**config.mk**
```make
export PLATFORM = sky130hd
export DESIGN_NAME = simd_result_wrapper
export DESIGN_NICKNAME = d
export VERILOG_FILES = /design/src/hw/simd_result_pkg.sv /design/src/hw/result_fifo.sv /design/src/hw/result_queue.sv /design/src/hw/simd_result_wrapper.sv /design/src/hw/upstream_cntl.sv
export VERILOG_INCLUDE_DIRS = /design/src /design/src/hw
export SDC_FILE = /design/constraint.sdc
export NUM_CORES = 1
export LEC_CHECK = 0
export BUFFER_PORTS_ARGS = -buffer_cell sky130_fd_sc_hd__buf_4
export CAP_MARGIN = 5
export CORE_ASPECT_RATIO = 0.7
export CORE_MARGIN = 4
export CORE_UTILIZATION = 40
export DETAILED_ROUTE_END_ITERATION = 6
export SETUP_SLACK_MARGIN = 0.1
export SYNTH_ARGS = -nofsm -noshare
export SYNTH_HDL_FRONTEND = slang
export SYNTH_SLANG_ARGS = --single-unit
```
**constraint.sdc**
```tcl
create_clock -name clk -period 2 [get_ports clk]
set_input_delay 0.4 -clock clk [delete_from_list [all_inputs] [get_ports clk]]
set_output_delay 0.4 -clock clk [all_outputs]
set_load 0.005 [all_outputs]
```
**src/hw/simd_result_cfg.svh**
```systemverilog
// SIMD result staging configuration
// Lane geometry, tag width and FIFO sizing shared by the package and the RTL

`ifndef SIMD_RESULT_CFG_SVH
`define SIMD_RESULT_CFG_SVH

// ------------------------------------------------
// Execution lanes
// ------------------------------------------------

// Number of execution lanes in the PE
`define SIMD_NUM_LANES 4

// Bits per lane result word
`define SIMD_LANE_WIDTH 16

// Operation tag from the PE controller
`define SIMD_TAG_WIDTH 8

// ------------------------------------------------
// Staging FIFOs
// ------------------------------------------------

// Per-lane result FIFO
`define SIMD_LANE_FIFO_DEPTH 4
`define SIMD_LANE_FIFO_THRESHOLD 1

// Tag FIFO, threshold covers the registered tag ready
`define SIMD_TAG_FIFO_DEPTH 4
`define SIMD_TAG_FIFO_THRESHOLD 1

`endif

```
**src/hw/simd_result_pkg.sv**
```systemverilog
// SIMD result staging types
// Lane words, packed lane vectors, lane masks, tags and upstream FSM states

`default_nettype none

`include "simd_result_cfg.svh"

package simd_result_pkg;

  // One lane result word
  typedef logic [`SIMD_LANE_WIDTH-1:0] lane_data_t;

  // All lane words packed, lane 0 in the low bits
  typedef logic [`SIMD_NUM_LANES*`SIMD_LANE_WIDTH-1:0] lanes_data_t;

  // One bit per execution lane
  typedef logic [`SIMD_NUM_LANES-1:0] lane_mask_t;

  // Operation tag carried with each result set
  typedef logic [`SIMD_TAG_WIDTH-1:0] op_tag_t;

  // Upstream transfer FSM
  typedef enum logic [2:0] {
    WAIT,
    SEND_DATA,
    WAIT_FOR_COMPLETE,
    WAIT_COMPLETE_DEASSERTED,
    COMPLETE
  } upstream_state_t;

endpackage

`default_nettype wire

```
**src/hw/result_fifo.sv**
```systemverilog
// Pipelined result FIFO
// Circular buffer with the head word held in an output register
// Raises almost_full once the entry count reaches DEPTH minus THRESHOLD

`timescale 1ns/1ps
`default_nettype none

module result_fifo #(
  parameter int DEPTH     = 4,
  parameter int THRESHOLD = 1,
  parameter int WIDTH     = 16
) (
  input  logic             clk,
  input  logic             rst,
  input  logic             write,
  input  logic [WIDTH-1:0] write_data,
  input  logic             pipe_read,
  output logic             pipe_valid,
  output logic [WIDTH-1:0] pipe_data,
  output logic             almost_full
);

  localparam int PW = (DEPTH > 1) ? $clog2(DEPTH) : 1;
  localparam int CW = $clog2(DEPTH + 1);
  localparam logic [CW-1:0] AF_LEVEL = CW'(DEPTH - THRESHOLD);

  // Storage and pointers
  logic [WIDTH-1:0] mem [DEPTH];
  logic [PW-1:0]    wr_ptr;
  logic [PW-1:0]    rd_ptr;
  logic [PW-1:0]    rd_ptr_nxt;

  // Entries held, head included
  logic [CW-1:0]    count;
  // Entries left after this cycle's pop, ignoring this cycle's write
  logic [CW-1:0]    count_kept;
  logic             pop;

  // Wrap a pointer at DEPTH
  function automatic logic [PW-1:0] ptr_inc(input logic [PW-1:0] ptr);
    if (ptr == PW'(DEPTH - 1))
      return '0;
    return ptr + PW'(1);
  endfunction

  // ------------------------------------------------
  // Pointer and count update
  // ------------------------------------------------

  // A read only counts when the head is valid
  assign pop        = pipe_read & pipe_valid;
  assign rd_ptr_nxt = pop ? ptr_inc(rd_ptr) : rd_ptr;
  assign count_kept = count - CW'(pop);

  always_ff @(posedge clk)
  begin
    if (rst)
    begin
      wr_ptr <= '0;
      rd_ptr <= '0;
      count  <= '0;
    end
    else
    begin
      if (write)
        wr_ptr <= ptr_inc(wr_ptr);
      rd_ptr <= rd_ptr_nxt;
      count  <= count_kept + CW'(write);
    end
  end

  always_ff @(posedge clk)
  begin
    if (write)
      mem[wr_ptr] <= write_data;
  end

  // ------------------------------------------------
  // Head register
  // ------------------------------------------------

  // Head follows the oldest entry already in storage
  // A word written this edge shows up one edge later
  always_ff @(posedge clk)
  begin
    if (rst)
      pipe_valid <= 1'b0;
    else
      pipe_valid <= (count_kept != '0);
  end

  always_ff @(posedge clk)
  begin
    pipe_data <= mem[rd_ptr_nxt];
  end

  // Flow control straight from the count flops
  assign almost_full = (count >= AF_LEVEL);

endmodule

`default_nettype wire

```
**src/hw/result_queue.sv**
```systemverilog
// SIMD result queue
// One FIFO per execution lane plus a tag FIFO
// Flags a complete result set when the tag and every lane head are valid

`timescale 1ns/1ps
`default_nettype none

`include "simd_result_cfg.svh"

module result_queue (
  input  logic                         clk,
  input  logic                         rst,
  input  simd_result_pkg::lane_mask_t  lane_valid,
  input  simd_result_pkg::lanes_data_t lane_data,
  output simd_result_pkg::lane_mask_t  lane_ready,
  input  logic                         tag_valid,
  input  simd_result_pkg::op_tag_t     tag,
  output logic                         tag_ready,
  input  logic                         pop,
  output logic                         set_ready,
  output simd_result_pkg::op_tag_t     head_tag,
  output simd_result_pkg::lanes_data_t head_regs
);

  // Head valid of each lane FIFO
  simd_result_pkg::lane_mask_t lane_head_valid;
  logic tag_head_valid;
  logic tag_almost_full;

  // ------------------------------------------------
  // Lane FIFOs
  // ------------------------------------------------

  // Each lane is written on its own strobe
  // All lanes are read together on pop
  genvar lane;
  generate
    for (lane = 0; lane < `SIMD_NUM_LANES; lane++)
    begin : g_lane_fifo
      logic almost_full;

      result_fifo #(
        .DEPTH     (`SIMD_LANE_FIFO_DEPTH),
        .THRESHOLD (`SIMD_LANE_FIFO_THRESHOLD),
        .WIDTH     (`SIMD_LANE_WIDTH)
      ) u_lane_fifo (
        .clk         (clk),
        .rst         (rst),
        .write       (lane_valid[lane]),
        .write_data  (lane_data[lane*`SIMD_LANE_WIDTH +: `SIMD_LANE_WIDTH]),
        .pipe_read   (pop),
        .pipe_valid  (lane_head_valid[lane]),
        .pipe_data   (head_regs[lane*`SIMD_LANE_WIDTH +: `SIMD_LANE_WIDTH]),
        .almost_full (almost_full)
      );

      // Combinational ready from the lane count
      assign lane_ready[lane] = ~almost_full;
    end
  endgenerate

  // ------------------------------------------------
  // Tag FIFO
  // ------------------------------------------------

  result_fifo #(
    .DEPTH     (`SIMD_TAG_FIFO_DEPTH),
    .THRESHOLD (`SIMD_TAG_FIFO_THRESHOLD),
    .WIDTH     (`SIMD_TAG_WIDTH)
  ) u_tag_fifo (
    .clk         (clk),
    .rst         (rst),
    .write       (tag_valid),
    .write_data  (tag),
    .pipe_read   (pop),
    .pipe_valid  (tag_head_valid),
    .pipe_data   (head_tag),
    .almost_full (tag_almost_full)
  );

  // Tag ready lags the fill by one cycle
  always_ff @(posedge clk)
  begin
    if (rst)
      tag_ready <= 1'b0;
    else
      tag_ready <= ~tag_almost_full;
  end

  // Whole set present at the heads
  assign set_ready = tag_head_valid & (&lane_head_valid);

endmodule

`default_nettype wire

```
**src/hw/simd_result_wrapper.sv**
```systemverilog
// SIMD result staging wrapper
// Queues per-lane results and operation tags
// and hands complete tagged sets to the stack upstream interface

`timescale 1ns/1ps
`default_nettype none

module simd_result_wrapper (
  input  logic                         clk,
  input  logic                         rst,

  // Results from the streaming controller
  input  simd_result_pkg::lane_mask_t  lane_valid,
  input  simd_result_pkg::lanes_data_t lane_data,
  output simd_result_pkg::lane_mask_t  lane_ready,

  // Tags from the PE controller
  input  logic                         tag_valid,
  input  simd_result_pkg::op_tag_t     tag,
  output logic                         tag_ready,

  // Stack upstream interface
  output simd_result_pkg::op_tag_t     up_tag,
  output simd_result_pkg::lanes_data_t up_regs,
  output simd_result_pkg::lane_mask_t  up_regs_valid,
  input  logic                         up_ready,
  input  logic                         up_complete
);

  // Full set waiting at the FIFO heads
  logic set_ready;
  // Read strobe for all FIFOs together
  logic pop;

  // ------------------------------------------------
  // Result and tag staging
  // ------------------------------------------------

  // Heads go straight out as the upstream tag and registers
  result_queue u_result_queue (
    .clk        (clk),
    .rst        (rst),
    .lane_valid (lane_valid),
    .lane_data  (lane_data),
    .lane_ready (lane_ready),
    .tag_valid  (tag_valid),
    .tag        (tag),
    .tag_ready  (tag_ready),
    .pop        (pop),
    .set_ready  (set_ready),
    .head_tag   (up_tag),
    .head_regs  (up_regs)
  );

  // ------------------------------------------------
  // Upstream handshake
  // ------------------------------------------------

  upstream_cntl u_upstream_cntl (
    .clk           (clk),
    .rst           (rst),
    .set_ready     (set_ready),
    .up_ready      (up_ready),
    .up_complete   (up_complete),
    .pop           (pop),
    .up_regs_valid (up_regs_valid)
  );

endmodule

`default_nettype wire

```
**src/hw/upstream_cntl.sv**
```systemverilog
// Upstream transfer control
// Presents one tagged result set to the stack upstream interface
// then waits for the complete handshake to rise and fall

`timescale 1ns/1ps
`default_nettype none

module upstream_cntl (
  input  logic                        clk,
  input  logic                        rst,
  input  logic                        set_ready,
  input  logic                        up_ready,
  input  logic                        up_complete,
  output logic                        pop,
  output simd_result_pkg::lane_mask_t up_regs_valid
);

  // Registered upstream handshake inputs
  logic up_ready_q;
  logic up_complete_q;

  simd_result_pkg::upstream_state_t state;
  simd_result_pkg::upstream_state_t state_nxt;

  // High in the single transfer cycle
  logic send_cycle;

  // ------------------------------------------------
  // Input and state registers
  // ------------------------------------------------

  always_ff @(posedge clk)
  begin
    if (rst)
    begin
      up_ready_q    <= 1'b0;
      up_complete_q <= 1'b0;
      state         <= simd_result_pkg::WAIT;
    end
    else
    begin
      up_ready_q    <= up_ready;
      up_complete_q <= up_complete;
      state         <= state_nxt;
    end
  end

  // ------------------------------------------------
  // Next state
  // ------------------------------------------------

  always_comb
  begin
    state_nxt = simd_result_pkg::WAIT;
    case (state)
      // Full set queued and upstream able to take it
      simd_result_pkg::WAIT:
        if (set_ready && up_ready_q)
          state_nxt = simd_result_pkg::SEND_DATA;
        else
          state_nxt = simd_result_pkg::WAIT;

      // One cycle of valid, heads popped here
      simd_result_pkg::SEND_DATA:
        state_nxt = simd_result_pkg::WAIT_FOR_COMPLETE;

      // Upstream has the set once complete rises
      simd_result_pkg::WAIT_FOR_COMPLETE:
        if (up_complete_q)
          state_nxt = simd_result_pkg::WAIT_COMPLETE_DEASSERTED;
        else
          state_nxt = simd_result_pkg::WAIT_FOR_COMPLETE;

      // Complete must drop before the next set
      simd_result_pkg::WAIT_COMPLETE_DEASSERTED:
        if (up_complete_q)
          state_nxt = simd_result_pkg::WAIT_COMPLETE_DEASSERTED;
        else
          state_nxt = simd_result_pkg::COMPLETE;

      simd_result_pkg::COMPLETE:
        state_nxt = simd_result_pkg::WAIT;

      // Unknown encodings recover to idle
      default:
        state_nxt = simd_result_pkg::WAIT;
    endcase
  end

  // ------------------------------------------------
  // Outputs
  // ------------------------------------------------

  assign send_cycle = (state == simd_result_pkg::SEND_DATA);

  // Pop every FIFO and flag every lane in the same cycle
  assign pop           = send_cycle;
  assign up_regs_valid = {$bits(simd_result_pkg::lane_mask_t){send_cycle}};

endmodule

`default_nettype wire

```
==> Word level (Yosys, flattened, before mapping) <==
Memories as Yosys holds them, arrays and structs flattened. A register that Yosys moved wholly into a read port is not among the register bits.
Index checks and enable logic that the tools add are counted.
{ "word_totals": {"output_inout_bits": 81, "ramBits": 288, "mem_bits_ro": 0, "word_cells": 145, "in_bits": 81, "n_memories": 5, "latchBits": 0, "ff_bits": 46} }
{ "mem_list": {"columns": ["name", "words", "width", "read_ports", "rd_ports_with_merged_regs", "wr", "line", "text"], "rows": [
  ["u_result_queue.g_lane_fifo[0].u_lane_fifo.mem", 4, 16, 1, 1, 1, "result_fifo.sv:28", "logic [WIDTH-1:0] mem [DEPTH];"],
  ["u_result_queue.g_lane_fifo[1].u_lane_fifo.mem", 4, 16, 1, 1, 1, "result_fifo.sv:28", null],
  ["u_result_queue.g_lane_fifo[2].u_lane_fifo.mem", 4, 16, 1, 1, 1, "result_fifo.sv:28", null],
  ["u_result_queue.g_lane_fifo[3].u_lane_fifo.mem", 4, 16, 1, 1, 1, "result_fifo.sv:28", null],
  ["u_result_queue.u_tag_fifo.mem", 4, 8, 1, 1, 1, "result_fifo.sv:28", null]
]} }
{ "op_classes": {"n_bitwise": 11, "n_lt_le_gt_ge": 5, "multipliers": 0, "reduce_logical": 8, "eq_ne": 13, "addsub": 20, "n_mux": 59, "n_div": 0, "shifts": 0} }
{ "op_table": {"columns": ["operator", "n"], "rows": [
  ["two-way mux 2 bit", 25],
  ["two-way mux 1 bit", 32],
  ["adder 2 x 1 -> 2 bit (second input constant)", 10],
  ["== test 2 bit (second input constant)", 10],
  ["adder 3 x 1 -> 3 bit", 5],
  [">= comparator 3 x 2 -> 1 bit (second input constant)", 5],
  ["nonzero test 3 bit", 5],
  ["subtractor 3 x 1 -> 3 bit", 5],
  ["one-hot mux 3 bit (4 select lines)", 1],
  ["AND 1 bit", 6],
  ["== test 3 x 2 -> 1 bit (second input constant)", 2],
  ["inverter 1 bit", 5],
  ["AND reduction 4 bit", 1],
  ["== test 3 x 1 -> 1 bit (second input constant)", 1],
  ["zero test 3 bit", 1],
  ["two-way mux 3 bit", 1],
  ["logical AND 1 bit", 1]
]} }

==> Logic depth before layout (Yosys ltp) <==
{ "depth": {"ltp_word": 5, "mapped_depth": 13, "ltp_nobuf": 8} }

==> Cells and area by module <==
A second synthesis with hierarchy kept.
{ "hier_totals": {"cells_unflattened": 703, "hier_area_um2": 14497.7} }
{ "modules_own_cells": {"columns": ["module", "cells_each", "seq_area_each_um2", "instances", "area_per_inst_um2"], "rows": [
  ["result_fifo (u_result_queue.g_lane_fifo[0].u_lane_fifo ...)", 145, 2402.3, 4, 3113.0],
  ["result_fifo (u_result_queue.u_tag_fifo)", 95, 1281.2, 1, 1795.5],
  ["upstream_cntl", 19, 100.1, 1, 198.9],
  ["result_queue", 9, 20.0, 1, 51.3]
]} }

==> Worst setup path before layout <==
OpenSTA, ideal clock, no wires.
{ "synth_timing": {"path_kind": "register to register", "start": "reg u_upstream_cntl.state[1]", "end": "reg u_result_queue.g_lane_fifo[3].u_lane_fifo.count[1]", "slack_ns": -0.167, "n_path_buf": 5, "setup_ns": 0.127, "stages_incl_launch_ff": 13, "required_time_ns": 1.873, "t_arrival_ns": 2.040, "synth_period_minus_slack_ns": 2.167, "path_cell_list": "dfxtp_1 buf_2 nand4bb_1 buf_4 inv_2 buf_2 buf_6 buf_6 ha_1 ha_1 inv_1 ha_1 nor2b_1"} }
{ "synth_via": {"elab_chain_cells": 4} }
{ "synth_rtl": {"columns": ["item", "line", "text"], "rows": [
  ["from (decl)", "upstream_cntl.sv:22", "simd_result_pkg::upstream_state_t state;"],
  ["from (signal assigned)", "upstream_cntl.sv:38", "state <= simd_result_pkg::WAIT;"],
  ["from (signal assigned)", "upstream_cntl.sv:44", "state <= state_nxt;"],
  ["== test 3 x 1 -> 1 bit", "upstream_cntl.sv:94", "assign send_cycle = (state == simd_result_pkg::SEND_DATA);"],
  ["AND 1 bit", "result_fifo.sv:51", "assign pop = pipe_read & pipe_valid;"],
  ["subtractor 3 x 1 -> 3 bit", "result_fifo.sv:53", "assign count_kept = count - CW'(pop);"],
  ["adder 3 x 1 -> 3 bit", "result_fifo.sv:68", "count <= count_kept + CW'(write);"],
  ["to (signal assigned)", "result_fifo.sv:68", null],
  ["to (decl)", "result_fifo.sv:34", "logic [CW-1:0] count;"]
]} }
Every way passes these cells.
A chain may end at the register's enable or synchronous reset.

==> Worst setup path in the final report <==
{ "layout_timing": {"start": "reg u_upstream_cntl.state[1]", "end": "reg u_result_queue.g_lane_fifo[0].u_lane_fifo.pipe_data[0], read port of u_result_queue.g_lane_fifo[0].u_lane_fifo.mem"} }
{ "layout_via": {"elab_chain_cells": 3} }
{ "layout_rtl": {"columns": ["item", "line", "text"], "rows": [
  ["== test 3 x 1 -> 1 bit", "upstream_cntl.sv:94", null],
  ["AND 1 bit", "result_fifo.sv:51", null],
  ["two-way mux 2 bit", "result_fifo.sv:52", "assign rd_ptr_nxt = pop ? ptr_inc(rd_ptr) : rd_ptr;"],
  ["to (decl)", "result_fifo.sv:19", "output logic [WIDTH-1:0] pipe_data,"]
]} }
Every way passes these cells.

==> qor.txt <==
SYNTHESIS
--------------------------------------------------------------------------------------------------
Number of nets in the synthesized netlist                                                     1535
Register area share after synthesis                                                         63.79%
Top cell type by total area after synthesis                                               edfxtp_1
Syn avg cell area                                                                       12.25 um^2
Cell with the most instances after synthesis                                              edfxtp_1
Top cells by area in the synthesized netlist                                          edfxtp_1 (50%), dfxtp_1 (14%), and3_1 (4.1%), a21oi_1 (3.6%), ha_1 (3.3%)
Share of flip-flops with an asynchronous set or reset                                           0%
Top cell type's share of synthesized area                                                   50.11%
Most used flip-flop cell after synthesis                                                  edfxtp_1
Synthesis warning total                                                                          0
Total standard cell area after synthesis                                              0.01726 mm^2
Cell types with the highest counts after synthesis                                    edfxtp_1 (288), nor2_1 (145), a21oi_1 (125)
Seq cells post-synth                                                                           406
Number of library cell types mapped by synthesis                                                35
Cell count after synthesis                                                                    1409
Count of flip-flops with a built-in enable after synthesis                                     288

PLACED DESIGN
--------------------------------------------------------------------------------------------------
Placed wire-length estimate after detailed placement                                      23110 um
Count of input and output buffers                                                              161
Final Wtd Congestion                                                                        0.7386
Placed Area                                                                           0.01930 mm^2

POWER AND IR DROP
--------------------------------------------------------------------------------------------------
Worst supply voltage drop on vdd                                                         0.7075 mV
Combinational share of power                                                                  4.9%
Reg power frac                                                                               50.9%
Switching pwr                                                                           0.003858 W
Static leakage                                                                            8.460 nW
Switching fraction of total power                                                           20.48%
Internal power component                                                                 0.01498 W
Power density normalized to cell area                                                 875.3 mW/mm^2
Part of the power in the clock network                                                       44.2%

FINAL LAYOUT
--------------------------------------------------------------------------------------------------
Area growth from synthesis to layout                                                        24.68%
Post-layout util                                                                            50.65%
Number of filler instances in the final layout                                                3643
Total Nets Final                                                                              1703
Total non-filler cell area in the finished layout                                     0.02152 mm^2
Share of final-layout standard cells stronger than drive strength 1                         23.22%
Number of diodes                                                                                 0

CTS
--------------------------------------------------------------------------------------------------
Buffers from clock root to sink, at most                                                         3
Clock tree sinks                                                                               406
TritonCTS buffer count                                                                          42
CTS tree                                                                                     built
Source-to-sink clock delay at the later pin of the worst-skew pair                          540 ps
H-tree levels                                                                                    2
Clock transition time at the flip-flop clock pins of the worst setup and hold paths          60 ps
Clock Tree Root                                                                          clkbuf_16

WORST SETUP PATH
--------------------------------------------------------------------------------------------------
Largest fanout on the critical path                                                              6
Required time of the critical path                                                         2420 ps
Worst-path cell chain                                                                 buf_6 -> nor4bb_4 -> buf_4 -> mux2i_4 -> buf_12 -> buf_12 -> buf_16 -> mux2i_1 -> mux2i_1
Category of the worst setup path capture point                                           flip-flop
Stage delay of the slowest cell on the critical path                                        320 ps
Critical path type                                                                         reg2reg
CP Data Arrival Time                                                                       2310 ps
Critical path buffer and inverter count                                                          5
Cell family with the largest share of critical-path delay                             buffers and inverters
FF-to-FF setup slack                                                                        100 ps
Critical Path Source Type                                                                flip-flop
Slowest cell on crit path                                                                  dfxtp_2

TIMING
--------------------------------------------------------------------------------------------------
Final setup vio count                                                                            0
Transition time at the pin with the least slew margin                                     967.4 ps
Final setup TNS                                                                               0 ps
Final Hold Viols                                                                                 0
Slew Viols, Final                                                                                0
Hold slack                                                                                52.75 ps
Unrepaired setup endpoints after global routing                                               true
Clk_skew                                                                                  13.26 ps
Relative slew slack                                                                         35.51%
F_max                                                                                   0.5273 GHz
Time the worst path needs with I/O delays and setup                                        1897 ps
Final worst-path cycle share                                                                94.83%

FLOORPLANNING
--------------------------------------------------------------------------------------------------
Horizontal extent of the die                                                              256.3 um
Chip Height                                                                               181.8 um
Effective utilization at floorplan                                                          40.62%
Site Rows                                                                                       63
Overall die area                                                                      0.04659 mm^2
I/O pin cnt                                                                                    162
Area of the core region                                                               0.04249 mm^2

DRT
--------------------------------------------------------------------------------------------------
Count of routing violations after the opening detailed-route iteration                         864
DR pass1 iterations                                                                              5
Remaining number of nets flagged by the antenna check after routing                              0
Post-route DRC violation count                                                                   0
Vias per cell                                                                                5.559
Total number of vias                                                                         12030
Sum of routed wire length over all layers                                                 40840 um
Per-cell routed wire length                                                               18.88 um

GRT
--------------------------------------------------------------------------------------------------
Maximum number of pins on one net before global-route repair                                    99
Number of global-route vias before repair                                                    11460
Gr ovfl total                                                                                    0
Number of antenna violations at the first check in global routing                                0
GRT Util Overall                                                                            15.99%
Wire length of the first global-routing pass                                              60980 um

RUN STATUS
--------------------------------------------------------------------------------------------------
Result of the run                                                                        completed

MIN PATH
--------------------------------------------------------------------------------------------------
Min-Delay Path Class                                                                        in2reg

FLOW RUN
--------------------------------------------------------------------------------------------------
Number of max-capacitance violations reported                                                    0

through the flow:
step                      setup WS [ps]  instances  total power, W
after global placement            47.58       2050         0.01066
final                             103.5       2163         0.01884
after detailed placement         -8.789       2050         0.01070
after CTS                         34.60       2142         0.01909
after global routing             -44.16       2163         0.01959
after floorplan                   13.91       1409         0.01012
cell families (layout without fill, tap and decap cells):
kind of cell | after synthesis | in the layout | share of synthesized area [%]
buffers and inverters | 163 | 365 | 4.335
and+or+nand+nor | 318 | 318 | 9.583
muxes | 60 | 60 | 3.842
xor gates and xnor gates | 10 | 10 | 0.5074
AOI/OAI and AO/OA | 407 | 407 | 14.68
DFF | 406 | 406 | 63.79
adders and majority gates | 45 | 45 | 3.262
power groups by stage:
stage                     Sequential, W  Clock, W  Combinational (W)
final                           0.00959   0.00832           0.000923
after global routing            0.00963   0.00892            0.00105
after CTS                       0.00959   0.00856           0.000940
after detailed placement        0.00977         0           0.000930
after global placement          0.00976         0           0.000901
after floorplan                 0.00972         0           0.000401
worst register-to-register path: stages (launching register included):
cell      delay (ps)
dfxtp_2          320
buf_6            110
nor4bb_4         260
buf_4            180
mux2i_4          250
buf_12           150
buf_12           120
buf_16           120
mux2i_1          180
mux2i_1           80
flip-flops by register name (all words and copies together) (netlist names):
signal,count
u_result_queue.u_tag_fifo.wr_ptr,2
u_result_queue.g_lane_fifo.u_lane_fifo.mem,256
u_result_queue.g_lane_fifo.u_lane_fifo.rd_ptr,8
u_result_queue.u_tag_fifo.count,3
u_result_queue.g_lane_fifo.u_lane_fifo.pipe_data,64
u_result_queue.g_lane_fifo.u_lane_fifo.count,12
u_result_queue.g_lane_fifo.u_lane_fifo.pipe_valid,4
u_upstream_cntl.up_ready_q,1
u_result_queue.g_lane_fifo.u_lane_fifo.wr_ptr,8
u_upstream_cntl.up_complete_q,1
u_upstream_cntl.state,3
u_result_queue.u_tag_fifo.rd_ptr,2
u_result_queue.u_tag_fifo.mem,32
u_result_queue.tag_ready,1
u_result_queue.u_tag_fifo.pipe_data,8
u_result_queue.u_tag_fifo.pipe_valid,1
cell usage in the layout (no fill, tap or decap), drive strengths merged:
master and instances:
nor4bb 2, nor3 15, a2111oi 1, nand4bb 4, o21ai 112, buf 241, nor2b 13, a31oi 56
a21oi 125, edfxtp 288, nor2 149, ha 45, and3 112, a311oi 56, nand4b 1, xnor2 5
dfxtp 118, bufinv 6, a211oi 1, mux2i 60, clkbuf 70, and2 20, inv 37, nor3b 1
clkinv 11, xor2 5, a32oi 56, nand3 1
final timing paths:
path,start,end,depth (start not counted)
max,u_upstream_cntl.state[1],flip-flop,9
min,lane_data[58],flip-flop,1
max reg2reg,u_upstream_cntl.state[1],flip-flop,9
min reg2reg,flip-flop,flip-flop,2
layout make-up:
cell class | instances | area (um^2) | area share, %
multi-input cells | 840 | 5848 | 27.17
repair buffers | 249 | 2320 | 10.78
well taps | 552 | 690.7 | 3.209
clock buffers | 62 | 1250 | 5.808
inverters | 38 | 152.6 | 0.7093
clock inverters | 16 | 239.0 | 1.110
flip-flops and latches | 406 | 11020 | 51.21
per-layer routing:
metal  vias up  global-route usage (%)  wire [um]
met5         -                       0          0
met4         0                   4.451        826
met3        66                   3.137       2519
met2       398                   26.92      19780
met1      5869                   21.25      17710
li1       5692                       -          -
repair_timing:
action / in CTS / in global routing
gates resized for setup: 16 / 33
hold buffers: 0 / 0
cloned: 3 / 8
setup buffers: 11 / 13
endpoints found under the setup margin: 18 / 87
pin swaps: 3 / 9
No activity file was read; power rests on OpenSTA's default activity.
